--- src/logic/frame_buffer_pkg.sv ---
package frame_buffer_pkg;

    //////////////////////////////////////////////////
    // sizes
    //////////////////////////////////////////////////

    localparam int DATA_WIDTH  = 32;
    localparam int FRAME_DEPTH = 1024;
    localparam int ADDR_WIDTH  = 10;
    // one more bit than the address, so a full frame fits
    localparam int SIZE_WIDTH  = 11;

    // refuse reads until a frame has been stored
    localparam bit WRITE_BEFORE_READ = 1'b1;

    //////////////////////////////////////////////////
    // types
    //////////////////////////////////////////////////

    typedef logic [DATA_WIDTH-1:0] data_t;
    typedef logic [ADDR_WIDTH-1:0] addr_t;
    typedef logic [SIZE_WIDTH-1:0] size_t;

endpackage
--- src/logic/transfer_sequencer.sv ---
`timescale 1ns/100ps

module transfer_sequencer
    import frame_buffer_pkg::*;
(
    input  logic  clk,
    input  logic  reset,
    input  size_t in_size,
    input  logic  init_write,
    input  logic  out_tready,
    input  logic  wr_done,
    input  logic  rd_done,
    output logic  write_ready,
    output logic  read_ready,
    output size_t out_size,
    output logic  wr_start,
    output logic  rd_start
);

    typedef enum logic [2:0] {
        IDLE,
        WR_START,
        WR_DATA,
        RD_START,
        RD_DATA
    } state_t;

    state_t state;
    state_t next_state;
    logic   write_ready_reg;
    logic   read_ready_reg;
    logic   written;
    logic   wr_accept;
    logic   rd_accept;

    // a pending write always wins over a read
    assign wr_accept = (state == IDLE) && init_write && write_ready;
    assign rd_accept = (state == IDLE) && !wr_accept && out_tready && read_ready;

    assign write_ready = write_ready_reg;
    assign read_ready  = read_ready_reg && (written || !WRITE_BEFORE_READ);

    // one cycle start pulses, the start states last a single cycle
    assign wr_start = (state == WR_START);
    assign rd_start = (state == RD_START);

    //////////////////////////////////////////////////
    // state machine
    //////////////////////////////////////////////////

    always_comb begin
        next_state = state;
        case (state)
            IDLE: begin
                if (wr_accept) begin
                    next_state = WR_START;
                end else if (rd_accept) begin
                    next_state = RD_START;
                end
            end
            WR_START: next_state = WR_DATA;
            WR_DATA: begin
                if (wr_done) begin
                    next_state = IDLE;
                end
            end
            RD_START: next_state = RD_DATA;
            RD_DATA: begin
                if (rd_done) begin
                    next_state = IDLE;
                end
            end
            default: next_state = IDLE;
        endcase
    end

    always_ff @(posedge clk) begin
        if (reset) begin
            state <= IDLE;
        end else begin
            state <= next_state;
        end
    end

    //////////////////////////////////////////////////
    // strobes, written flag and size
    //////////////////////////////////////////////////

    // strobes drop right away once a transfer is taken
    always_ff @(posedge clk) begin
        if (reset) begin
            write_ready_reg <= 1'b0;
            read_ready_reg  <= 1'b0;
            written         <= 1'b0;
            out_size        <= '0;
        end else begin
            write_ready_reg <= (state == IDLE) && !wr_accept && !rd_accept;
            read_ready_reg  <= (state == IDLE) && !wr_accept && !rd_accept;
            if (state == WR_START) begin
                written <= 1'b1;
            end
            if (wr_accept) begin
                out_size <= in_size;
            end
        end
    end

endmodule

--- config.mk ---
export PLATFORM = sky130hd
export DESIGN_NAME = transfer_sequencer
export DESIGN_NICKNAME = d
export VERILOG_FILES = /design/src/logic/frame_buffer_pkg.sv /design/src/logic/transfer_sequencer.sv
export SDC_FILE = /design/constraint.sdc
export NUM_CORES = 1
export LEC_CHECK = 0
export BUFFER_PORTS_ARGS = -buffer_cell sky130_fd_sc_hd__buf_2
export CORE_UTILIZATION = 40
export CTS_CLUSTER_SIZE = 12
export DETAILED_ROUTE_END_ITERATION = 8
export GPL_TIMING_DRIVEN = 0
export PLACE_DENSITY = 0.69
export SYNTH_ARGS = -nofsm -noshare
export SYNTH_HDL_FRONTEND = slang
export SYNTH_SLANG_ARGS = --single-unit
--- constraint.sdc ---
create_clock -name clk -period 1.1 [get_ports clk]
set_input_delay 0.22 -clock clk [delete_from_list [all_inputs] [get_ports clk]]
set_output_delay 0.22 -clock clk [all_outputs]
set_load 0.01 [all_outputs]
==> summary.md <==
| Metric | Value |
|---|---|
| Synth Area in Simple Gates | `32.41%` |
| # hold bufs at CTS | `0` |
| P_int | `0.0009552 W` |
| Fillers | `150` |
| Worst IR drop on VDD | `0.7653 mV` |
| Largest register FFs | `11` |
| Reg with most FFs | `out_size` |
| Core footprint | `0.001594 mm^2` |
| Worst path top cell family by delay | `flip-flops` |
| Worst path slowest cell | `dfxtp_4` |
| Routed vias/inst | `4.717` |
| Psw | `0.0003191 W` |
| Top FF cell, synth | `dfxtp_1` |
| Cell variety after synth | `19` |
| Routed len/inst | `11.42 um` |
| Proportion of synthesized area in mux cells | `15.25%` |
| Total power | `0.001274 W` |
| N_diodes | `0` |
| GR Util met3 | `2.449%` |
| Setup crit end | `wr_start` |
| Worst R2R Setup Slack | `-0.12 ns` |
| Initial Util | `45.29%` |
| DRC viols | `0` |
| Pre-CTS setup slack | `-0.1471 ns` |
| Post-Syn Area | `721.9 um^2` |
| Peak Freq | `802.8 MHz` |
| Maximum clock insertion buffer count | `2` |
| Die H | `44.49 um` |
| Largest cells by area after synthesis | `dfxtp_1 44%, nand2b_1 19%, mux2i_1 15%` |
| Max_slew headroom | `76.88%` |
| Worst setup margin | `-0.1456 ns` |
| Worst Setup SP | `state[0]` |
| Num rows | `14` |
| # IOs | `32` |
| GRT met2 Usage | `32.65%` |
| GRT Total Usage | `18.41%` |
| Pin count of the biggest net entering global routing | `11` |
| Width of the die | `44.49 um` |
| Synth area leader | `dfxtp_1` |
| Worst Setup Start Kind | `flip-flop` |
| DR iter-0 viols | `12` |
| CP bufs+invs | `1` |
| Final hold slack | `0.1832 ns` |
| Combinational share of power | `19.5%` |
| Sw Share | `25.04%` |
| CTS Buf Count | `3` |
| Max-slew violations | `0` |
| Buffers on Ports | `31` |
| Pwr Density | `1214 mW/mm^2` |
| Setup Crit Path Kind | `flip-flop to primary output` |
| Number of max-cap violations | `0` |
| R2r startpoint | `state[2]` |
| Cell breakdown of the critical path | `nor3b_4 > buf_2` |
| Status | `finished, violations left` |
| Final WL | `1576 um` |
| Placer Congestion | `0.7414` |
| Met1 global-route usage | `21.55%` |
| Clock slew seen by the registers of the worst setup and hold paths | `0.09 ns` |
| Number of global-route vias before repair | `606` |
| Worst hold path class | `input pin to flip-flop` |
| CP Data Arrival Time | `1.03 ns` |
| Worst-margin pin slew | `0.3468 ns` |
| Worst Path Required | `0.88 ns` |
| TritonCTS clock tree | `built` |
| Syn Nets | `88` |
| Post-Layout Cell Count | `138` |
| Clk Latency, worst-skew pair | `0.28 ns` |
| Number of antenna violations at the first check in global routing | `0` |
| Hpwl dp | `1040 um` |
| Mapped Cells | `71` |
| Antenna viol nets, final | `0` |
| Number of synthesized flops with an enable pin | `0` |
| Ys Warns | `0` |
| Drt first pass iters | `4` |
| Most common cell in the netlist | `nand2b_1` |
| GRT Max-Usage Layer | `met2` |
| Crit. End Element | `primary output` |
| RSZ-0062 raised after global routing | `true` |
| Avg Cell Area, Syn | `10.17 um^2` |
| First-pass GRT wire length | `2594 um` |
| Sum Neg Setup Slack | `-1.407 ns` |
| Fin crit period | `1.246 ns` |
| Register share of total power | `50.3%` |
| Synth-to-layout area growth | `45.41%` |
| Routed vias | `651` |
| Register area share after synthesis | `44.37%` |
| Nets | `132` |
| CTS H-tree depth | `1` |
| Root Buffer | `clkbuf_4` |
| Post-synth top cells | `22 x nand2b_1, 16 x dfxtp_1, 11 x mux2i_1, 4 x nor2_1, 3 x nand2_1` |
| R2r endpoint | `out_size[4]` |
| Crit Path Max Fanout | `6` |
| Failing checks | `setup timing` |
| Clk sinks | `16` |
| Main combinational cell family by area after synthesis | `simple AND/OR/NAND/NOR gates` |
| Regs by FF count | `out_size (11), state (3)` |
| Inst Count DP | `126` |
| FF-to-FF path depth | `3` |
| Post-synthesis compound-gate area fraction | `5.373%` |
| Final period util | `113.2%` |
| Flop and latch count out of synthesis | `16` |
| Die area | `0.001979 mm^2` |
| Yosys top cell area share | `44.37%` |
| Pleak | `0.4773 nW` |
| Final Hold Fails | `0` |
| CP peak stage delay | `0.40 ns` |
| Async set-reset flop share out of synthesis | `0%` |
| Share of cells above drive strength 1 | `50.00%` |
| Post-Synth XOR/XNOR Area | `0%` |
| Synthesized-area fraction occupied by adder cells | `0%` |
| Count of final setup violators | `15` |
| Clock skew | `0.002730 ns` |
| Total gr overflow | `0` |
| Levels on crit path | `2` |
| Clock power share | `30.2%` |
==> per-stage QoR <==
step | util [%] | area (um^2)
after floorplan | - | 724.4
after global routing | 65.86 | 1050
final | 65.86 | 1050
after CTS | 64.29 | 1025
after global placement | 57.06 | 909.6
after detailed placement | 57.06 | 909.6
==> timing repair <==
| item | in CTS | in global routing |
|---|---|---|
| gates resized for setup | 10 | 5 |
| pin swaps | 2 | 2 |
| endpoints found under the setup margin | 14 | 17 |
| cloned | 1 | 0 |
| buffers inserted | 6 | 1 |
==> power groups by stage <==
stage	clock, W	combinational (W)	sequential, W
6_report	0.000385	0.000248	0.000641
3_5_place_dp	0	0.000199	0.000659
4_1_cts	0.000399	0.000240	0.000639
2_1_floorplan	0	0.000108	0.000670
5_1_grt	0.000417	0.000273	0.000647
3_3_place_gp	0	0.000196	0.000657
==> placed cells by master, fill, tap and decap left out <==
cell type  netlist  layout
buf_6            1       4
clkbuf_4         0       3
a21o_1           1       1
dfxtp_2          0       2
nand2_1          3       3
nor3_1           1       1
o21ai_0          1       1
buf_2            0      30
dfxtp_4          0       3
mux2i_1         11      11
nor2_1           4       2
and4b_1          1       1
o31ai_1          1       1
nor2_2           0       2
clkbuf_1         2       2
nor3b_4          0       1
dfxtp_1         16      11
or4_4            1       1
nor4_4           1       1
buf_4            0       6
o21ba_2          1       1
and2_4           0       1
nand2b_1        22      22
a21oi_2          1       1
nor4b_1          1       1
clkbuf_8         0       1
==> routing by layer <==
layer / wire (um) / vias to the layer above
met1: 652 / 305
met3: 54 / 2
met5: 0 / -
met4: 6 / 0
met2: 862 / 18
li1: - / 326
==> worst min-delay path by stage <==
stage	from	end	slack, ns	depth (start not counted)
finish	in_size[7]	out_size[7]	0.18	3
global route	in_size[1]	out_size[1]	0.19	3
CTS	in_size[6]	out_size[6]	0.17	3
detailed placement	read_ready_reg	read_ready_reg	0.44	1
global placement	read_ready_reg	read_ready_reg	0.44	1
floorplan	in_size[10]	out_size[10]	0.37	2
==> worst reg2reg max path, delay by kind of cell (launching register included) <==
family | cells | cell delay (ns)
multiplexers | 1 | 0.20
flip-flops | 1 | 0.39
buffers and inverters | 1 | 0.19
AND/OR/NAND/NOR | 1 | 0.37
==> area by class of cell <==
cell class | count | area, um^2 | area share, %
sequential | 16 | 334.1 | 31.82
timing repair buffer | 39 | 229.0 | 21.81
clock buffer | 4 | 36.28 | 3.456
tap | 24 | 30.03 | 2.861
multi-input combinational | 52 | 401.6 | 38.26
buffer | 3 | 18.77 | 1.788
==> kinds of logic (layout without fill, tap and decap cells) <==
logic type	after synthesis	in the layout
compound gates	5	5
buf+inv	3	46
flops	16	16
mux	11	11
simple gates	36	36
Note: power is estimated with default switching activity, not from simulation.
