===== config.mk =====
export PLATFORM = sky130hd
export DESIGN_NAME = mem_to_stream
export DESIGN_NICKNAME = d
export VERILOG_FILES = /design/src/logic/frame_buffer_pkg.sv /design/src/logic/mem_to_stream.sv
export SDC_FILE = /design/constraint.sdc
export NUM_CORES = 1
export LEC_CHECK = 0
export ABC_AREA = 1
export BUFFER_PORTS_ARGS = -buffer_cell sky130_fd_sc_hd__buf_2
export CORE_MARGIN = 2
export CORE_UTILIZATION = 49
export DETAILED_ROUTE_END_ITERATION = 7
export GPL_TIMING_DRIVEN = 0
export HOLD_SLACK_MARGIN = 0.12
export PLACE_DENSITY_LB_ADDON = 0.2
export SLEW_MARGIN = 20
export SYNTH_ARGS = -nofsm -noshare
export SYNTH_HDL_FRONTEND = slang
export SYNTH_SLANG_ARGS = --single-unit

===== constraint.sdc =====
create_clock -name clk -period 2.64 [get_ports clk]
set_input_delay 0 -clock clk [delete_from_list [all_inputs] [get_ports clk]]
set_output_delay 0 -clock clk [all_outputs]
set_load 0.02 [all_outputs]

===== src/logic/frame_buffer_pkg.sv =====
package frame_buffer_pkg;

    //////////////////////////////////////////////////
    // sizes
    //////////////////////////////////////////////////

    localparam int DATA_WIDTH  = 32;
    localparam int FRAME_DEPTH = 1024;
    localparam int ADDR_WIDTH  = 10;
    // one more bit than the address, so a full frame fits
    localparam int SIZE_WIDTH  = 11;

    // refuse reads until a frame has been stored
    localparam bit WRITE_BEFORE_READ = 1'b1;

    //////////////////////////////////////////////////
    // types
    //////////////////////////////////////////////////

    typedef logic [DATA_WIDTH-1:0] data_t;
    typedef logic [ADDR_WIDTH-1:0] addr_t;
    typedef logic [SIZE_WIDTH-1:0] size_t;

endpackage

===== src/logic/mem_to_stream.sv =====
`timescale 1ns/100ps

module mem_to_stream
    import frame_buffer_pkg::*;
(
    input  logic  clk,
    input  logic  reset,
    input  logic  rd_start,
    input  size_t out_size,
    output logic  ram_rd_en,
    output addr_t ram_rd_addr,
    input  data_t ram_rd_data,
    output data_t out_tdata,
    output logic  out_tvalid,
    output logic  out_tlast,
    input  logic  out_tready,
    output logic  rd_done
);

    size_t       fetch_count;
    size_t       deliver_count;
    logic        active;
    logic        pend;
    logic        skid_valid;
    data_t       skid_data;
    logic        take;
    logic        last_word;
    logic  [1:0] held;

    assign take      = out_tvalid && out_tready;
    assign last_word = (size_t'(deliver_count + 1'b1) == out_size);
    assign out_tlast = out_tvalid && last_word;

    // words held or on their way from the ram
    assign held = {1'b0, out_tvalid} + {1'b0, skid_valid} + {1'b0, pend};

    // fetch only if the returning word is sure to find a free slot
    assign ram_rd_en   = active && (fetch_count != out_size) &&
                         ((held - {1'b0, take}) <= 2'd1);
    assign ram_rd_addr = fetch_count[ADDR_WIDTH-1:0];

    //////////////////////////////////////////////////
    // fetch and delivery counters
    //////////////////////////////////////////////////

    always_ff @(posedge clk) begin
        if (reset) begin
            active        <= 1'b0;
            pend          <= 1'b0;
            fetch_count   <= '0;
            deliver_count <= '0;
            rd_done       <= 1'b0;
        end else begin
            pend    <= ram_rd_en;
            rd_done <= take && last_word;
            if (rd_start) begin
                active        <= 1'b1;
                fetch_count   <= '0;
                deliver_count <= '0;
            end else begin
                if (ram_rd_en) begin
                    fetch_count <= fetch_count + 1'b1;
                end
                if (take) begin
                    deliver_count <= deliver_count + 1'b1;
                    if (last_word) begin
                        active <= 1'b0;
                    end
                end
            end
        end
    end

    //////////////////////////////////////////////////
    // two slot output buffer
    //////////////////////////////////////////////////

    // output slot refills from the skid slot first, then from the ram
    always_ff @(posedge clk) begin
        if (reset) begin
            out_tvalid <= 1'b0;
            skid_valid <= 1'b0;
        end else if (!out_tvalid || take) begin
            out_tvalid <= skid_valid || pend;
            skid_valid <= skid_valid && pend;
        end else if (pend) begin
            skid_valid <= 1'b1;
        end
    end

    always_ff @(posedge clk) begin
        if (!out_tvalid || take) begin
            out_tdata <= skid_valid ? skid_data : ram_rd_data;
        end
        // only read back while skid_valid is set
        if (pend) begin
            skid_data <= ram_rd_data;
        end
    end

endmodule


==> results of run 1 <==
## timing repair
action / 4_1_cts / 5_1_grt
gates resized for setup: 3 / 1
pin swaps: 0 / 1
endpoints found under the hold margin: 72 / 0
buffers inserted: 2 / 5
endpoints found under the setup margin: 13 / 1
hold buffers: 36 / 0
cloned: 0 / 0
## synth_stat cells (all sizes together), types with 2 or more instances
master / count / area [µm²]
buf: 16 / 123
nand3: 21 / 110
xnor2: 6 / 52.6
xor2: 15 / 131
xnor3: 2 / 45.0
nand2: 175 / 664
o211ai: 7 / 52.6
nor2: 28 / 110
nand4: 3 / 18.8
nor4: 2 / 12.5
clkinv: 2 / 7.51
dfxtp: 27 / 541
ha: 4 / 50.1
a21oi: 14 / 70.1
inv: 39 / 146
edfxtp: 64 / 1920
clkbuf: 8 / 30.0
nor3: 5 / 25.0
o21ai: 8 / 43.8
## sequential cells by signal (all words and copies together), names as in the netlist
register and count:
pend 1, fetch_count 11, deliver_count 11, out_tdata 32, out_tvalid 1, skid_data 32, skid_valid 1, rd_done 1
active 1
## worst max-delay path, delay by kind of cell (launching register included)
family	cells	cell delay, ps
compound gates	1	180
fa+ha+maj	2	530
simple gates	4	470
buf+inv	5	530
flops	1	380
## kinds of logic after synthesis
family	count (synthesis)
AND/OR/NAND/NOR	237
AO/OA/AOI/OAI	31
XOR/XNOR	23
buffers and inverters	65
flip-flops	91
adder cells (fa/ha/maj)	4
## worst paths after layout
kind,to,depth (start not counted)
max reg2reg,active,12
max,ram_rd_en,12
min,rd_done,6
min reg2reg,fetch_count[10],2
## final cells by class
cell class | instances | area share
buffer | 23 | 0.0274
clock buffer | 9 | 0.0228
clock inverter | 7 | 0.0140
inverter | 41 | 0.0290
multi-input combinational | 295 | 0.263
sequential | 91 | 0.453
tap | 105 | 0.0241
timing repair buffer | 136 | 0.167
## per-layer routing
layer | routed length, µm | track usage
met5 | 0 | 0
met2 | 4580 | 0.353
met4 | 214 | 0.0939
met1 | 4010 | 0.255
met3 | 495 | 0.0411
## through the flow
step	util	power, mW
after floorplan	-	1.79
final	0.659	2.87
after global placement	0.579	1.89
after detailed placement	0.583	1.90
after CTS	0.654	2.89
after global routing	0.659	2.99
## power by group
part | switching, mW | leakage [nW] | total, mW | internal [mW]
clock network | 0.504 | 0.103 | 0.951 | 0.446
logic | 0.174 | 1.56 | 0.310 | 0.135
registers | 0.0204 | 0.851 | 1.61 | 1.59
total | 0.699 | 2.51 | 2.87 | 2.17
==> metrics.txt, run 1 <==
CTS Sinks 91; number of max-cap violations 0; arrival time worst endpoint 2430 ps; FMAX 412 MHz; die area 0.00930 mm²; post-synth cell types 32; Worst setup SP type flop; Port Buffer Count 92; Synth Area in Simple Gates 0.229; grt total ovfl 0; Post-Syn Instances 451; synthesized flop and latch total 91; first-pass GRT wire length 14.7 mm; max-slew violation count 0; Post-synth EDFFs 64; min Tclk post-route 2430 ps; CTS Buf Count 9; CTS tree built; Tcrit/Tclk final 0.920; Root Driver clkbuf_8; xor/xnor share of the synthesized area 0.0547; Critical Path, Cell by Cell nand2_4, clkinvlp_4, ha_1, inv_1, ha_1, a21oi_1, nor2_1, nor2_1, nand2_2, inv_2, buf_6, buf_2; critical path type reg2out; GP Congestion 0.832; I/O pin cnt 93; hold_sp out_size[9]; DRT Wirelength 9.30 mm; layout cells sized above 1 0.236; Max FO, Critical Path 10; Slew HR 0.661; wire length per cell 13.2 µm; Adder-Cell Fraction of Synth Area 0.0119; Die H 96.5 µm; CTS clk-pin slew, worst paths 80 ps; RSZ-0062 raised after global routing false; setup total negative slack 0 ps; CP required 2640 ps; Hold Worst Slack 165 ps; Post-DP HPWL 6.33 mm; Power Dens Cells 528 mW/mm²; most common cell after layout, fill and taps aside nand2_1; initial antenna violation count 0; flop-to-flop setup slack 220 ps; largest net degree at the start of global routing 19; Vias/cell 4.82; Final Hold Viols 0; final instance area 0.00544 mm²; Place WS -297 ps; leakage power 2.51 nW; clock latency on the worst-skew pair 350 ps; n_diodes 0; Top FF cell, synth edfxtp_1; Syn Std Cell Area 0.00419 mm²; Warnings, synthesis 0; Residual DRC 0; Max clock buf depth 2; Area Growth Syn to Fin 29.9%; vias in the first global route 3216; Detail Route Antenna Nets 0; largest family of logic cells by synthesized area simple AND/OR/NAND/NOR gates; Worst path slowest cell dfxtp_1; synthesized area per cell 9.29 µm²; status finished, final reports clean; asr flop ratio synth 0; # rows 33; Synth Area in Compound Gates 0.0430; DR pass1 iterations 6; post-synthesis sequential area ratio 0.588; Reg-to-Reg Start deliver_count[0]; layout net count 648; final worst setup slack 211 ps; mux share of post-synthesis cell area 0; die width 96.5 µm; Syn Nets 502; Final setup viols 0; CP Capture Type output pin; maximum vdd ir drop 0.301 mV; register area 0.00247 mm²; commonest non-fill, non-tap cells in the layout nand2_1, buf_2, edfxtp_1; Clock Skews 15.3 ps; path category of the worst min-delay check in2reg; H-tree Lvls 3; gr usage total 0.207; Placed Cells incl. Taps 649; filler cell count 664; cell area after placement 0.00481 mm²; Initial DRC Count 113; actual slew at the worst max-slew pin 508 ps; CORE AREA 0.00826 mm²; worst setup path start out_tvalid; CP max stage delay 380 ps; Non-Filler Instances 707; via count 3406; initial core utilization 0.507; area occupied by multi-input gates 0.00143 mm²
Power figures use the tool's default switching activity.
==> run 2: changes to the inputs <==
--- a/config.mk
+++ b/config.mk
@@ -7,12 +7,15 @@
 export LEC_CHECK = 0
 export ABC_AREA = 1
 export BUFFER_PORTS_ARGS = -buffer_cell sky130_fd_sc_hd__buf_2
+export CORE_ASPECT_RATIO = 1.1
 export CORE_MARGIN = 2
 export CORE_UTILIZATION = 49
 export DETAILED_ROUTE_END_ITERATION = 7
 export GPL_TIMING_DRIVEN = 0
 export HOLD_SLACK_MARGIN = 0.12
+export MAX_ROUTING_LAYER = met4
 export PLACE_DENSITY_LB_ADDON = 0.2
+export SKIP_LAST_GASP = 1
 export SLEW_MARGIN = 20
 export SYNTH_ARGS = -nofsm -noshare
 export SYNTH_HDL_FRONTEND = slang
==> run 2 against run 1 <==
Compared with the run above:
- count of clock-buffer cells in the layout rose by 1
- register-to-register slack improved by 170 ps
- highest routed layer unchanged
- flip-flop and latch count did not move
- combinational power fell by 4%
- hold slack got worse by 9.8 ps
- core utilization fell by 0.62 points
- sequential share of layout area rose by 0.083 points
- first-iteration DRC count rose by 12%
==> metrics.txt, run 2 (synthesis gave the netlist of run 1 again) <==
hold path endpoint rd_done; I/O pin cnt 93 (unchanged); Top Registers out_tdata (32), skid_data (32); filler cell count 705 (+6.2%); setup total negative slack 0 ps (unchanged); grt total ovfl 0 (unchanged); actual slew at the worst max-slew pin 533 ps (+25.2 ps); most common cell after layout, fill and taps aside nand2_1; r2r endpoint fetch_count[7]; maximum vdd ir drop 0.314 mV (+4.4%); R2R cell count 12 (unchanged); Max clock buf depth 2 (unchanged); clock latency on the worst-skew pair 360 ps (about the same); Port Buffer Count 92 (unchanged); CP max stage delay 520 ps (+140 ps); n_diodes 0 (unchanged); Residual DRC 0 (unchanged); CTS clk-pin slew, worst paths 90 ps (about the same); Final setup viols 0 (unchanged); Detail Route Antenna Nets 0 (unchanged); leakage power 2.49 nW (-0.61%); path category of the worst min-delay check in2reg; Max FO, Critical Path 18 (+8); CTS Sinks 91 (unchanged); vias in the first global route 3274 (+1.8%); Die H 101 µm (+4.7%); Area Growth Syn to Fin 29.7%; Power Dens Cells 548 mW/mm² (+3.8%); DRT Wirelength 9.35 mm (+0.56%); Clock Skews 8.11 ps (-7.23 ps); critical path type reg2out; DR pass1 iterations 4 (-2); Critical Path, Cell by Cell inv_1, ha_1, inv_1, ha_1, a21oi_1, nor2_1, nor2_1, nand2_2, inv_2, buf_6, buf_2; max-slew violation count 0 (unchanged); Worst path slowest cell dfxtp_4; status finished, final reports clean; Root Driver clkbuf_8; wire length per cell 13.2 µm (+0.42%); Reg-to-Reg Start pend; hold_sp out_size[9]; Post-DP HPWL 6.46 mm (+2.0%); GP Congestion 0.859 (+3.3%); Slew HR 0.645 (-0.0168); initial core utilization 0.503 (-0.00381); commonest non-fill, non-tap cells in the layout nand2_1, buf_2, edfxtp_1; Final Hold Viols 0 (unchanged); initial antenna violation count 0 (unchanged); first-pass GRT wire length 15.3 mm (+4.7%); # rows 35 (+6.1%); gr usage total 0.216 (+0.00912); arrival time worst endpoint 2490 ps (+60 ps); FMAX 402 MHz (-2.5%); Vias/cell 4.83 (+0.18%); via count 3417 (+0.32%); layout net count 643 (-0.77%); CTS Buf Count 9 (unchanged); Initial DRC Count 126 (+12%); WHS Path Cells 6 (unchanged); Worst setup SP type flop; Tcrit/Tclk final 0.943 (+0.0233); Design Power 2.98 mW (+3.6%); RSZ-0062 raised after global routing false; CP required 2640 ps (about the same); die width 92.2 µm (-4.5%); number of max-cap violations 0 (unchanged); largest net degree at the start of global routing 19 (unchanged); flop-to-flop setup slack 390 ps (+170 ps); min Tclk post-route 2490 ps (+61.4 ps); layout cells sized above 1 0.231 (-0.00472); die area 0.00931 mm² (about the same); CTS tree built; CORE AREA 0.00832 mm² (+0.76%); CP Capture Type output pin; H-tree Lvls 3 (unchanged)
run 2: cell types whose count changed in the layout (fill, tap and decap cells not counted):
cell           delta
clkinv_2          -1
dlygate4sd3_1     -1
clkbuf_1          +1
bufinv_16         +1
inv_8             -1
clkinv_4          -1
clkinv_1          -1
buf_4             -4
inv_6             +2
run 2: repair_timing:
item,4_1_cts,5_1_grt
buffers inserted,2,1
endpoints found under the hold margin,78,0
gates cloned,0,0
setup endpoints to repair,13,1
hold buffers,35,0
resized for setup,3,1
pin swaps,0,1
run 2: final cells by class:
cell class,instances,area [µm²],area share
Clock inverter,6,95.1,0.0175
Buffer,23,149,0.0274
Inverter,41,158,0.0290
Multi-Input combinational cell,295,1430,0.263
Sequential cell,91,2470,0.454
Clock buffer,10,128,0.0235
Tap cell,111,139,0.0256
Timing Repair Buffer,131,868,0.160
run 2: where the power goes:
group / total [mW] / switching (mW) / internal [mW] / leakage, nW
logic: 0.299 / 0.168 / 0.131 / 1.53
registers: 1.62 / 0.0271 / 1.59 / 0.851
clock network: 1.06 / 0.511 / 0.546 / 0.112
run 2: metrics by stage:
step	hold WS, ps	util	setup WS [ps]	instances	cell area, µm²
after floorplan	65.0	-	134	451	4190
after global placement	194	0.576	-285	654	4790
after detailed placement	194	0.579	-377	655	4820
after CTS	144	0.651	33.2	707	5420
after global routing	178	0.653	12.3	708	5430
final	155	0.653	149	708	5430
run 2: worst max-delay path, delay by kind of cell (launching register included):
| kind | cells | cell delay (ps) |
|---|---|---|
| buffers and inverters | 5 | 550 |
| adder cells (fa/ha/maj) | 2 | 570 |
| flip-flops | 1 | 520 |
| AO/OA/AOI/OAI | 1 | 190 |
| AND/OR/NAND/NOR | 3 | 320 |
run 2: worst max-delay path by stage:
| stage | from | end | cells past startpoint |
|---|---|---|---|
| 5_1_grt | pend | ram_rd_en | 11 |
| 4_1_cts | out_tvalid | ram_rd_en | 12 |
| 2_1_floorplan | out_tvalid | fetch_count[2] | 14 |
| 3_3_place_gp | out_tvalid | fetch_count[2] | 14 |
| 3_5_place_dp | out_tvalid | fetch_count[7] | 14 |
| 6_report | pend | ram_rd_en | 11 |
run 2: metal layers:
| layer | vias to the layer above | wire (µm) | global-route usage |
|---|---|---|---|
| met5 | - | 0 | - |
| met2 | 85 | 4840 | 0.377 |
| met3 | 16 | 316 | 0.0292 |
| li1 | 1738 | - | - |
| met1 | 1578 | 4010 | 0.255 |
| met4 | 0 | 196 | 0.0873 |
