## src/logic/frame_buffer_pkg.sv

```systemverilog
package frame_buffer_pkg;

    //////////////////////////////////////////////////
    // sizes
    //////////////////////////////////////////////////

    localparam int DATA_WIDTH  = 32;
    localparam int FRAME_DEPTH = 1024;
    localparam int ADDR_WIDTH  = 10;
    // one more bit than the address, so a full frame fits
    localparam int SIZE_WIDTH  = 11;

    // refuse reads until a frame has been stored
    localparam bit WRITE_BEFORE_READ = 1'b1;

    //////////////////////////////////////////////////
    // types
    //////////////////////////////////////////////////

    typedef logic [DATA_WIDTH-1:0] data_t;
    typedef logic [ADDR_WIDTH-1:0] addr_t;
    typedef logic [SIZE_WIDTH-1:0] size_t;

endpackage
```

## src/logic/stream_to_mem.sv

```systemverilog
`timescale 1ns/100ps

module stream_to_mem
    import frame_buffer_pkg::*;
(
    input  logic  clk,
    input  logic  reset,
    input  logic  wr_start,
    input  size_t out_size,
    input  data_t in_tdata,
    input  logic  in_tvalid,
    output logic  in_tready,
    output logic  ram_wr_en,
    output addr_t ram_wr_addr,
    output data_t ram_wr_data,
    output logic  wr_done
);

    size_t word_count;
    logic  accept;
    logic  last_word;

    assign accept    = in_tvalid && in_tready;
    assign last_word = (size_t'(word_count + 1'b1) == out_size);

    // every accepted word goes straight into the ram
    assign ram_wr_en   = accept;
    assign ram_wr_addr = word_count[ADDR_WIDTH-1:0];
    assign ram_wr_data = in_tdata;

    always_ff @(posedge clk) begin
        if (reset) begin
            in_tready  <= 1'b0;
            word_count <= '0;
            wr_done    <= 1'b0;
        end else begin
            wr_done <= 1'b0;
            if (wr_start) begin
                in_tready  <= 1'b1;
                word_count <= '0;
            end else if (accept) begin
                word_count <= word_count + 1'b1;
                // frame complete, close the input
                if (last_word) begin
                    in_tready <= 1'b0;
                    wr_done   <= 1'b1;
                end
            end
        end
    end

endmodule

```

## config.mk

```make
export PLATFORM = sky130hd
export DESIGN_NAME = stream_to_mem
export DESIGN_NICKNAME = d
export VERILOG_FILES = /design/src/logic/frame_buffer_pkg.sv /design/src/logic/stream_to_mem.sv
export SDC_FILE = /design/constraint.sdc
export NUM_CORES = 1
export LEC_CHECK = 0
export BUFFER_PORTS_ARGS = -buffer_cell sky130_fd_sc_hd__buf_2
export CAP_MARGIN = 10
export CORE_MARGIN = 2
export CORE_UTILIZATION = 36
export CTS_CLUSTER_DIAMETER = 60
export DETAILED_ROUTE_END_ITERATION = 8
export PLACE_DENSITY = 0.76
export SYNTH_ARGS = -nofsm -noshare
export SYNTH_HDL_FRONTEND = slang
export SYNTH_SLANG_ARGS = --single-unit
```

## constraint.sdc

```tcl
create_clock -name clk -period 2 [get_ports clk]
set_input_delay 0.4 -clock clk [delete_from_list [all_inputs] [get_ports clk]]
set_output_delay 0.4 -clock clk [all_outputs]
set_load 0.03 [all_outputs]
```

==> metrics.md, run 1 <==
| Metric | Value |
|---|---|
| IO Count | 92 |
| Min Tclk post-route | 1.88 ns |
| Yosys reg bits | 13 |
| Number of synthesized flops with an enable pin | 0 |
| Syn Nets | 193 |
| Core area | 0.00308 sq mm |
| Max Slew Vio Count | 0 |
| Final net count | 190 |
| Largest net degree at the start of global routing | 13 |
| First-pass GRT wire length | 3.82 mm |
| Commonest non-fill, non-tap cell in the layout | buf_2 |
| Post-synthesis sequential area ratio | 22.3% |
| GR peak layer | met2 |
| Antenna diodes | 0 |
| Slew margin rel. | 73.6% |
| Share of layout cells above drive strength 1 | 37.6% |
| Synth-to-Final Area Change | -0.644% |
| CTS clock-pin slew for the worst setup and hold paths | 0.08 ns |
| Clk buf depth | 2 |
| CP Launch Type | register |
| Start point of the critical path | word_count[0]$_SDFFE_PP0P_ |
| Highest clock rate | 532 MHz |
| Clock root buffer master | clkbuf_4 |
| Final Setup Violations | 0 |
| Crit Path Max Fanout | 4 |
| Worst EP required | 2.16 ns |
| Initial Utilization | 37.8% |
| Layout Skew | 0.00510 ns |
| Pwr/cell area | 439 mW/mm^2 |
| # DRC | 0 |
| Clock sink total | 13 |
| Most frequent cells in the layout | buf_2, xnor2_1, buf_4 |
| CTS H-tree lvls | 1 |
| Setup Buffers After CTS | 0 |
| LEAKAGE | 0.465 nW |
| Fraction of registers with async set/reset | 0% |
| Synth Instances | 145 |
| Worst Hold Class | in -> reg |
| Top FF cell, synth | dfxtp_1 |
| Hold_ws | 0.337 ns |
| GP Congestion | 0.876 |
| Vias per cell | 4.88 |
| Drt first pass iters | 4 |
| Cells after DPL | 181 |
| Non-Filler Instances | 185 |
| Port buffer count | 27 |
| Yosys warns | 0 |
| Die Y | 60.9 um |
| Routed via count | 902 |
| Hold path cells | 2 |
| Synth top area share | 28.4% |
| R2R cell count | 7 |
| Worst EP arrival | 2.04 ns |
| Post-DP HPWL | 1.76 mm |
| Worst setup margin | 0.119 ns |
| # hold bufs at CTS | 0 |
| Routing usage on met3 | 2.77% |
| Yosys top cell by area | buf_4 |
| Routed WL | 2.35 mm |
| Antenna violations before repair | 0 |
| Tcrit/Tclk final | 94.1% |
| Hold Crit Start | reset |
| Worst-Margin Slew | 0.393 ns |
| 1st-iter DRT viols | 31 |
| Met1 usage | 17.2% |
| Reg-to-Reg Start | word_count[0]$_SDFFE_PP0P_ |
| Final ANT Viol Nets | 0 |
| Worst-Skew Late Latency | 0.28 ns |
| Die footprint | 0.00371 sq mm |
| All-Layer GR Usage | 13.9% |
| Final Hold Fails | 0 |
| GR Overflow Total | 0 |
| CTS tree | built |
| Worst slack, placed | -0.0540 ns |
| Vias in the first global route | 885 |
| Num CTS Buffers | 3 |
| Routed wire per std cell | 12.7 um |
| RSZ-0062 raised after global routing | false |
| MaxCap Viol Count | 0 |
| Synth unique cells | 35 |
| Die Wd | 60.9 um |
| Avg Inst Size Synth | 8.03 sq um |
| Met2 Track Usage GR | 22.3% |
| CP Capture Type | register |
| Status | complete, no violations |
| Number of placement rows | 20 |
| Top cells by area, synth | buf_4, dfxtp_1, xnor2_1 |
| Kind of critical path | reg -> reg |
| Mapped Area | 0.00116 sq mm |
| Total design power | 0.508 mW |
| Peak VDD IR | 0.133 mV |
==> final timing paths <==
| check | endpoint | slack (ns) |
|---|---|---|
| min reg2reg | in_tready$_SDFFE_PP0P_ | 0.52 |
| max | in_tready$_SDFFE_PP0P_ | 0.12 |
| max reg2reg | in_tready$_SDFFE_PP0P_ | 0.12 |
| min | in_tready$_SDFFE_PP0P_ | 0.34 |
==> per-layer routing <==
metal	vias up	share of wire [%]
met4	0	1.7
met3	4	7.0
met1	425	46
li1	436	-
met5	-	0
met2	37	45
==> layout make-up <==
class / instances / area, sq um
fill: 338 / 1920
multi-input combinational: 82 / 577
sequential: 13 / 263
timing repair buffer: 39 / 225
tap: 44 / 55.1
clock buffer: 4 / 26.3
inverter: 3 / 11.3
==> state kept, by name, indices dropped and copies added (netlist names) <==
name        count
in_tready       1
word_count     11
wr_done         1
==> stage by stage <==
| stage | setup TNS, ns | instance area, sq um | util [%] |
|---|---|---|---|
| floorplan | 0 | 1170 | - |
| global route | 0 | 1160 | 37.6 |
| detailed placement | -0.0562 | 1100 | 35.7 |
| global placement | 0 | 1100 | 35.7 |
| finish | 0 | 1160 | 37.6 |
| CTS | 0 | 1130 | 36.7 |
==> power breakdown <==
part	switching (mW)	internal (mW)
Clock	0.0929	0.0774
Sequential	0.00230	0.262
Combinational	0.0412	0.0322
Total	0.136	0.371
==> critical path, stage by stage, from the launching register on <==
cell and delay, ns:
dfxtp_2 0.36, ha_4 0.17, nand3_4 0.08, o21ai_2 0.14
or4b_1 0.44, o311a_1 0.15, nor4_2 0.31, o22ai_1 0.11
==> cell families (layout without fill, tap and decap cells) <==
| group | count (synthesis) | after routing | synth area share [%] |
|---|---|---|---|
| buffers and inverters | 50 | 46 | 31.0 |
| and+or+nand+nor | 48 | 48 | 23.6 |
| xor gates and xnor gates | 20 | 20 | 15.0 |
| AOI/OAI and AO/OA | 13 | 13 | 6.87 |
| DFF | 13 | 13 | 22.3 |
| adders and majority gates | 1 | 1 | 1.07 |
==> timing repair <==
item	in CTS	in global routing
resized for setup	1	7
pin swaps	2	2
hold endpoints to repair	0	0
setup endpoints to repair	2	2
cloned	0	0
==> synthesized netlist by cell type (3+ instances only) <==
master   number
o21ai_0       5
nor2_1       10
nand2_1       8
dfxtp_1      13
xnor2_1      13
nor3_1        5
nor4_1        3
xor2_1        7
nand3_1       4
nand4_1       3
inv_1         3
buf_4        44
(Power assumes the default switching activity.)
==> inputs of run 2 (changes only) <==
--- a/config.mk
+++ b/config.mk
@@ -8,10 +8,10 @@
 export BUFFER_PORTS_ARGS = -buffer_cell sky130_fd_sc_hd__buf_2
 export CAP_MARGIN = 10
 export CORE_MARGIN = 2
-export CORE_UTILIZATION = 36
+export CORE_UTILIZATION = 30
 export CTS_CLUSTER_DIAMETER = 60
 export DETAILED_ROUTE_END_ITERATION = 8
-export PLACE_DENSITY = 0.76
+export PLACE_DENSITY = 0.66
 export SYNTH_ARGS = -nofsm -noshare
 export SYNTH_HDL_FRONTEND = slang
 export SYNTH_SLANG_ARGS = --single-unit
==> metrics.md, run 2 (synthesis results as in run 1) <==
| Metric | Value |
|---|---|
| Kind of critical path | reg -> reg |
| Die footprint | 0.00440 sq mm (+19%) |
| Register area | 263 sq um (unchanged) |
| Start point of the critical path | word_count[3]$_SDFFE_PP0P_ |
| Routed via count | 873 (-3.2%) |
| Worst r2r dst | wr_done$_SDFF_PP0_ |
| Layout Skew | 0.00668 ns (+0.00158 ns) |
| Drt first pass iters | 3 (-1) |
| Post-DP HPWL | 1.79 mm (+1.5%) |
| Vias in the first global route | 813 (-8.1%) |
| Routed WL | 2.34 mm (-0.34%) |
| R2R setup slack | 0.15 ns (+0.04 ns) |
| GR Overflow Total | 0 (unchanged) |
| MaxCap Viol Count | 0 (unchanged) |
| Multi-input logic area | 593 sq um (+2.8%) |
| Port buffer count | 27 (unchanged) |
| Max reg flops | 11 (unchanged) |
| # DRC | 0 (unchanged) |
| Highest clock rate | 542 MHz (+1.9%) |
| Routed wire per std cell | 12.4 um (-2.5%) |
| Die Wd | 66.3 um (+8.9%) |
| 1st-iter DRT viols | 67 (+120%) |
| Largest net degree at the start of global routing | 13 (unchanged) |
| Final instance area | 0.00120 sq mm (+3.5%) |
| Number of placement rows | 22 (+10%) |
| Max Slew Vio Count | 0 (unchanged) |
| Worst EP required | 2.14 ns (-0.02 ns) |
| Fill count | 403 (+19%) |
| R2R cell count | 7 (unchanged) |
| Clock sink total | 13 (unchanged) |
| IO Count | 92 (unchanged) |
| Most flop-heavy register | word_count |
| GP Congestion | 0.794 (-9.4%) |
| Num CTS Buffers | 3 (unchanged) |
| Clk buf depth | 2 (unchanged) |
| DP Area | 0.00110 sq mm (+0.46%) |
| Min Tclk post-route | 1.85 ns (-0.0355 ns) |
| Crit Path Max Fanout | 10 (+6) |
| Tcrit/Tclk final | 92.3% (-1.8 points) |
| Most frequent cells in the layout | buf_2, xnor2_1, buf_4 |
| Final net count | 190 (unchanged) |
| Reg-to-Reg Start | word_count[3]$_SDFFE_PP0P_ |
| # hold bufs at CTS | 0 (unchanged) |
| Largest regs | word_count x11, in_tready x1, wr_done x1 |
| Post-layout util | 32.5% (-5.1 points) |
| Synth-to-Final Area Change | 2.79% |
| LEAKAGE | 0.476 nW (+2.4%) |
| RSZ-0062 raised after global routing | false |
| Total design power | 0.587 mW (+16%) |
| Antenna violations before repair | 0 (unchanged) |
| Worst setup path end | wr_done$_SDFF_PP0_ |
| CTS clock-pin slew for the worst setup and hold paths | 0.06 ns (-0.02 ns) |
| Initial Utilization | 31.6% (-6.3 points) |
| Final Setup Violations | 0 (unchanged) |
| Worst-Margin Slew | 0.340 ns (-0.0536 ns) |
| Pwr/cell area | 491 mW/mm^2 (+12%) |
| Share of layout cells above drive strength 1 | 39.0% (+1.4 points) |
| Setup Buffers After CTS | 0 (unchanged) |
| Slew margin rel. | 77.2% (+3.6 points) |
| Antenna diodes | 0 (unchanged) |
| First-pass GRT wire length | 3.82 mm (+0.18%) |
| Worst Hold Class | in -> reg |
| Final ANT Viol Nets | 0 (unchanged) |
| Worst-Skew Late Latency | 0.25 ns (-0.03 ns) |
| Commonest non-fill, non-tap cell in the layout | buf_2 |
| CP Launch Type | register |
| Vias per cell | 4.62 (-5.3%) |
| Core area | 0.00369 sq mm (+20%) |
| Worst EP arrival | 1.99 ns (-0.05 ns) |
| Clock root buffer master | clkbuf_8 |
| Die Y | 66.3 um (+8.9%) |
| CP Capture Type | register |
| CTS H-tree lvls | 1 (unchanged) |
| CTS tree | built |
| Peak VDD IR | 0.262 mV (+97%) |
| All-Layer GR Usage | 11.6% (-2.3 points) |
| Final Hold Fails | 0 (unchanged) |
| Status | complete, no violations |
run 2: routing by layer:
layer / vias up / track usage [%] / share of wire, %
met5: - / 0 / 0
met2: 27 / 16.3 / 45
li1: 437 / - / -
met4: 0 / 8.42 / 2.8
met3: 8 / 3.41 / 7.9
met1: 401 / 15.0 / 44
run 2: report_power, final:
part	leakage, nW	internal (mW)	switching, mW
sequential	0.106	0.262	0.00199
combinational	0.347	0.0325	0.0426
clock	0.0228	0.141	0.107
total	0.476	0.436	0.152
run 2: worst max-delay path, stage by stage (launching register included):
cell and delay (ns):
dfxtp_1 0.35, buf_4 0.18, nand4_1 0.13, or3_1 0.38, and4b_1 0.22, a311oi_2 0.27, nor4_4 0.06, nor2b_2 0.15
run 2: how the worst min path moves through the flow:
stage	end	start	depth (start not counted)	slack, ns
2_1_floorplan	word_count[1]$_SDFFE_PP0P_	word_count[1]$_SDFFE_PP0P_	2	0.48
3_3_place_gp	in_tready$_SDFFE_PP0P_	in_tready$_SDFFE_PP0P_	2	0.48
3_5_place_dp	in_tready$_SDFFE_PP0P_	in_tready$_SDFFE_PP0P_	2	0.48
4_1_cts	in_tready$_SDFFE_PP0P_	reset	2	0.36
5_1_grt	in_tready$_SDFFE_PP0P_	reset	2	0.39
6_report	in_tready$_SDFFE_PP0P_	reset	2	0.36
run 2: layout make-up:
type / count / share of cell area, %
clock buffer: 4 / 3.76
inverter: 3 / 0.940
multi-input combinational: 82 / 49.5
sequential: 13 / 21.9
tap: 48 / 5.02
timing repair buffer: 39 / 18.8
run 2: per-stage QoR:
step | std cells | worst slack [ns] | TNS, ns | hold WS, ns
after global routing | 189 | 0.00929 | 0 | 0.387
after floorplan | 145 | 0.00330 | 0 | 0.477
final | 189 | 0.154 | 0 | 0.358
after detailed placement | 185 | -0.0356 | -0.0356 | 0.483
after CTS | 189 | 0.0225 | 0 | 0.359
after global placement | 185 | 0.0508 | 0 | 0.482
run 2: timing repair:
item                                    CTS  global route
gates resized for setup                   1            11
endpoints found under the setup margin    1             2
pin swaps                                 0             4
==> inputs of run 3 (changes only) <==
--- a/config.mk
+++ b/config.mk
@@ -5,13 +5,13 @@
 export SDC_FILE = /design/constraint.sdc
 export NUM_CORES = 1
 export LEC_CHECK = 0
+export ABC_AREA = 1
 export BUFFER_PORTS_ARGS = -buffer_cell sky130_fd_sc_hd__buf_2
 export CAP_MARGIN = 10
 export CORE_MARGIN = 2
 export CORE_UTILIZATION = 30
 export CTS_CLUSTER_DIAMETER = 60
 export DETAILED_ROUTE_END_ITERATION = 8
-export PLACE_DENSITY = 0.66
 export SYNTH_ARGS = -nofsm -noshare
 export SYNTH_HDL_FRONTEND = slang
 export SYNTH_SLANG_ARGS = --single-unit
==> metrics.md, run 3 <==
| Metric | Value |
|---|---|
| Most flop-heavy register | word_count |
| Die footprint | 0.00504 sq mm (+15%) |
| Pwr/cell area | 489 mW/mm^2 (-0.24%) |
| CP Launch Type | register |
| Fraction of registers with async set/reset | 0% (unchanged) |
| CTS tree | built |
| Routed via count | 1083 (+24%) |
| Tcrit/Tclk final | 87.3% (-5.0 points) |
| Port buffer count | 27 (unchanged) |
| Crit path cell chain | ha_1 -> nand2_4 -> nor2_4 -> nand2_2 -> xnor3_1 -> nand2_1 -> nor2_1 -> nand2_2 -> nand2_2 -> a21oi_2 |
| RSZ-0062 raised after global routing | false |
| Critical Path Slowest Stage Cell | dfxtp_1 |
| Fill count | 503 (+25%) |
| # DRC | 0 (unchanged) |
| Antenna violations before repair | 0 (unchanged) |
| Clock sink total | 13 (unchanged) |
| Yosys top cell by area | buf_4 |
| Non-Filler Instances | 246 (+30%) |
| MaxCap Viol Count | 0 (unchanged) |
| GP Congestion | 0.771 (-2.9%) |
| Die Wd | 71.0 um (+7.1%) |
| GR Overflow Total | 0 (unchanged) |
| Drt first pass iters | 4 (+1) |
| Largest regs | word_count x11, in_tready x1, wr_done x1 |
| Post-DP HPWL | 2.20 mm (+23%) |
| Core area | 0.00435 sq mm (+18%) |
| Final ANT Viol Nets | 0 (unchanged) |
| Number of placement rows | 24 (+9.1%) |
| Final Hold Fails | 0 (unchanged) |
| Share of layout cells above drive strength 1 | 26.3% (-13 points) |
| Mapped Area | 0.00135 sq mm (+16%) |
| Number of synthesized flops with an enable pin | 0 (unchanged) |
| All-Layer GR Usage | 11.3% (-0.32 points) |
| Most frequent cells in the layout | nand2_1, inv_1, buf_2 |
| Top post-synthesis cells by count | nand2_1, buf_4, inv_1, nand3_1, dfxtp_1 |
| Yosys reg bits | 13 (unchanged) |
| Routed WL | 2.68 mm (+15%) |
| Peak VDD IR | 0.154 mV (-41%) |
| Initial Utilization | 30.9% (-0.63 points) |
| 1st-iter DRT viols | 67 (unchanged) |
| Crit Path Max Fanout | 5 (-5) |
| Commonest non-fill, non-tap cell in the layout | nand2_1 |
| Routed wire per std cell | 10.9 um (-12%) |
| Post-synthesis sequential area ratio | 19.3% (-3.0 points) |
| CP Capture Type | register |
| Clk buf depth | 2 (unchanged) |
| First-pass GRT wire length | 4.51 mm (+18%) |
| Synth top area share | 23.4% (-5.0 points) |
| Slew margin rel. | 67.3% (-9.8 points) |
| Die Y | 71.0 um (+7.1%) |
| LEAKAGE | 0.708 nW (+49%) |
| IO Count | 92 (unchanged) |
| Final Setup Violations | 0 (unchanged) |
| Cells after DPL | 242 (+31%) |
| Setup TNS | 0 ns (unchanged) |
| Vias per cell | 4.40 (-4.7%) |
| Syn Nets | 254 (+32%) |
| Antenna diodes | 0 (unchanged) |
| Kind of critical path | reg -> reg |
| Status | complete, no violations |
| Worst EP arrival | 1.88 ns (-0.11 ns) |
| Count leader, synth | nand2_1 |
| Worst-Margin Slew | 0.488 ns (+0.148 ns) |
| # hold bufs at CTS | 0 (unchanged) |
| Critical path's largest stage delay | 0.44 ns (+0.06 ns) |
| CTS H-tree lvls | 1 (unchanged) |
| Synth-to-Final Area Change | -5.20% |
| Clock root buffer master | clkbuf_8 |
| Min Tclk post-route | 1.75 ns (-0.101 ns) |
| Max Slew Vio Count | 0 (unchanged) |
| Worst-Skew Late Latency | 0.24 ns (about the same) |
| Largest net degree at the start of global routing | 13 (unchanged) |
| Synth unique cells | 26 (-26%) |
| Post-CTS resize count | 0 (-1) |
| Max reg flops | 11 (unchanged) |
| Layout Skew | 0.00180 ns (-0.00488 ns) |
| Top FF cell, synth | dfxtp_1 |
| Setup Buffers After CTS | 0 (unchanged) |
| Final net count | 243 (+28%) |
| Yosys warns | 0 (unchanged) |
| Synth Instances | 206 (+42%) |
| Vias in the first global route | 1035 (+27%) |
| Num CTS Buffers | 3 (unchanged) |
| Worst EP required | 2.14 ns (about the same) |
| Top cells by area, synth | buf_4, dfxtp_1, nand2_1 |
| CTS clock-pin slew for the worst setup and hold paths | 0.06 ns (about the same) |
| Worst Hold Class | in -> reg |
| Highest clock rate | 573 MHz (+5.8%) |
| Avg Inst Size Synth | 6.54 sq um (-19%) |
| CP dominant cell by count | nand2_2 |
-- run 3: worst paths after layout --
check / cells after the start / endpoint / slack (ns) / from
min reg2reg: 2 / in_tready$_SDFFE_PP0P_ / 0.48 / in_tready$_SDFFE_PP0P_
max reg2reg: 10 / in_tready$_SDFFE_PP0P_ / 0.25 / word_count[0]$_SDFFE_PP0P_
max: 10 / in_tready$_SDFFE_PP0P_ / 0.25 / word_count[0]$_SDFFE_PP0P_
min: 2 / in_tready$_SDFFE_PP0P_ / 0.35 / reset
-- run 3: power by group --
part | internal (mW) | total, mW | switching [mW]
sequential | 0.267 | 0.278 | 0.0114
combinational | 0.0436 | 0.110 | 0.0660
clock | 0.141 | 0.238 | 0.0968
total | 0.451 | 0.625 | 0.174
-- run 3: kinds of logic (layout without fill, tap and decap cells) --
group / Yosys count / count (layout) / synth area share, %
xor+xnor: 3 / 3 / 2.97
fa+ha+maj: 1 / 1 / 0.928
simple gates: 95 / 95 / 35.2
buf+inv: 79 / 67 / 34.3
compound gates: 15 / 15 / 7.33
flops: 13 / 13 / 19.3
-- run 3: critical path, delay by kind of cell, from the launching register on --
family,cells,cell delay [ns]
DFF,1,0.44
AOI/OAI and AO/OA,1,0.04
xor gates and xnor gates,1,0.20
and+or+nand+nor,7,0.66
adders and majority gates,1,0.32
-- run 3: per-layer routing --
layer | vias up | routed length (um) | global-route usage, %
met5 | - | 0 | 0
met4 | 0 | 38 | 5.24
met3 | 8 | 145 | 1.71
met2 | 22 | 1260 | 19.2
met1 | 474 | 1240 | 14.1
li1 | 579 | - | -
-- run 3: cell type report --
type / instances / area [sq um] / share of cell area, %
clock buffers: 4 / 45.0 / 3.53
inverters: 33 / 124 / 9.70
multi-input cells: 114 / 626 / 49.0
flip-flops and latches: 13 / 260 / 20.4
well taps: 52 / 65.1 / 5.09
repair buffers: 30 / 158 / 12.3
-- run 3: stage by stage --
step           power [mW]  hold slack (ns)  worst slack (ns)  instance area, sq um  utilization, %
6_report            0.625            0.353             0.255                  1280            29.3
3_5_place_dp        0.395            0.475             0.264                  1230            28.3
5_1_grt             0.665            0.355            0.0860                  1280            29.3
2_1_floorplan       0.481            0.462             0.376                  1350               -
4_1_cts             0.644            0.341             0.241                  1280            29.3
3_3_place_gp        0.395            0.477             0.286                  1230            28.3
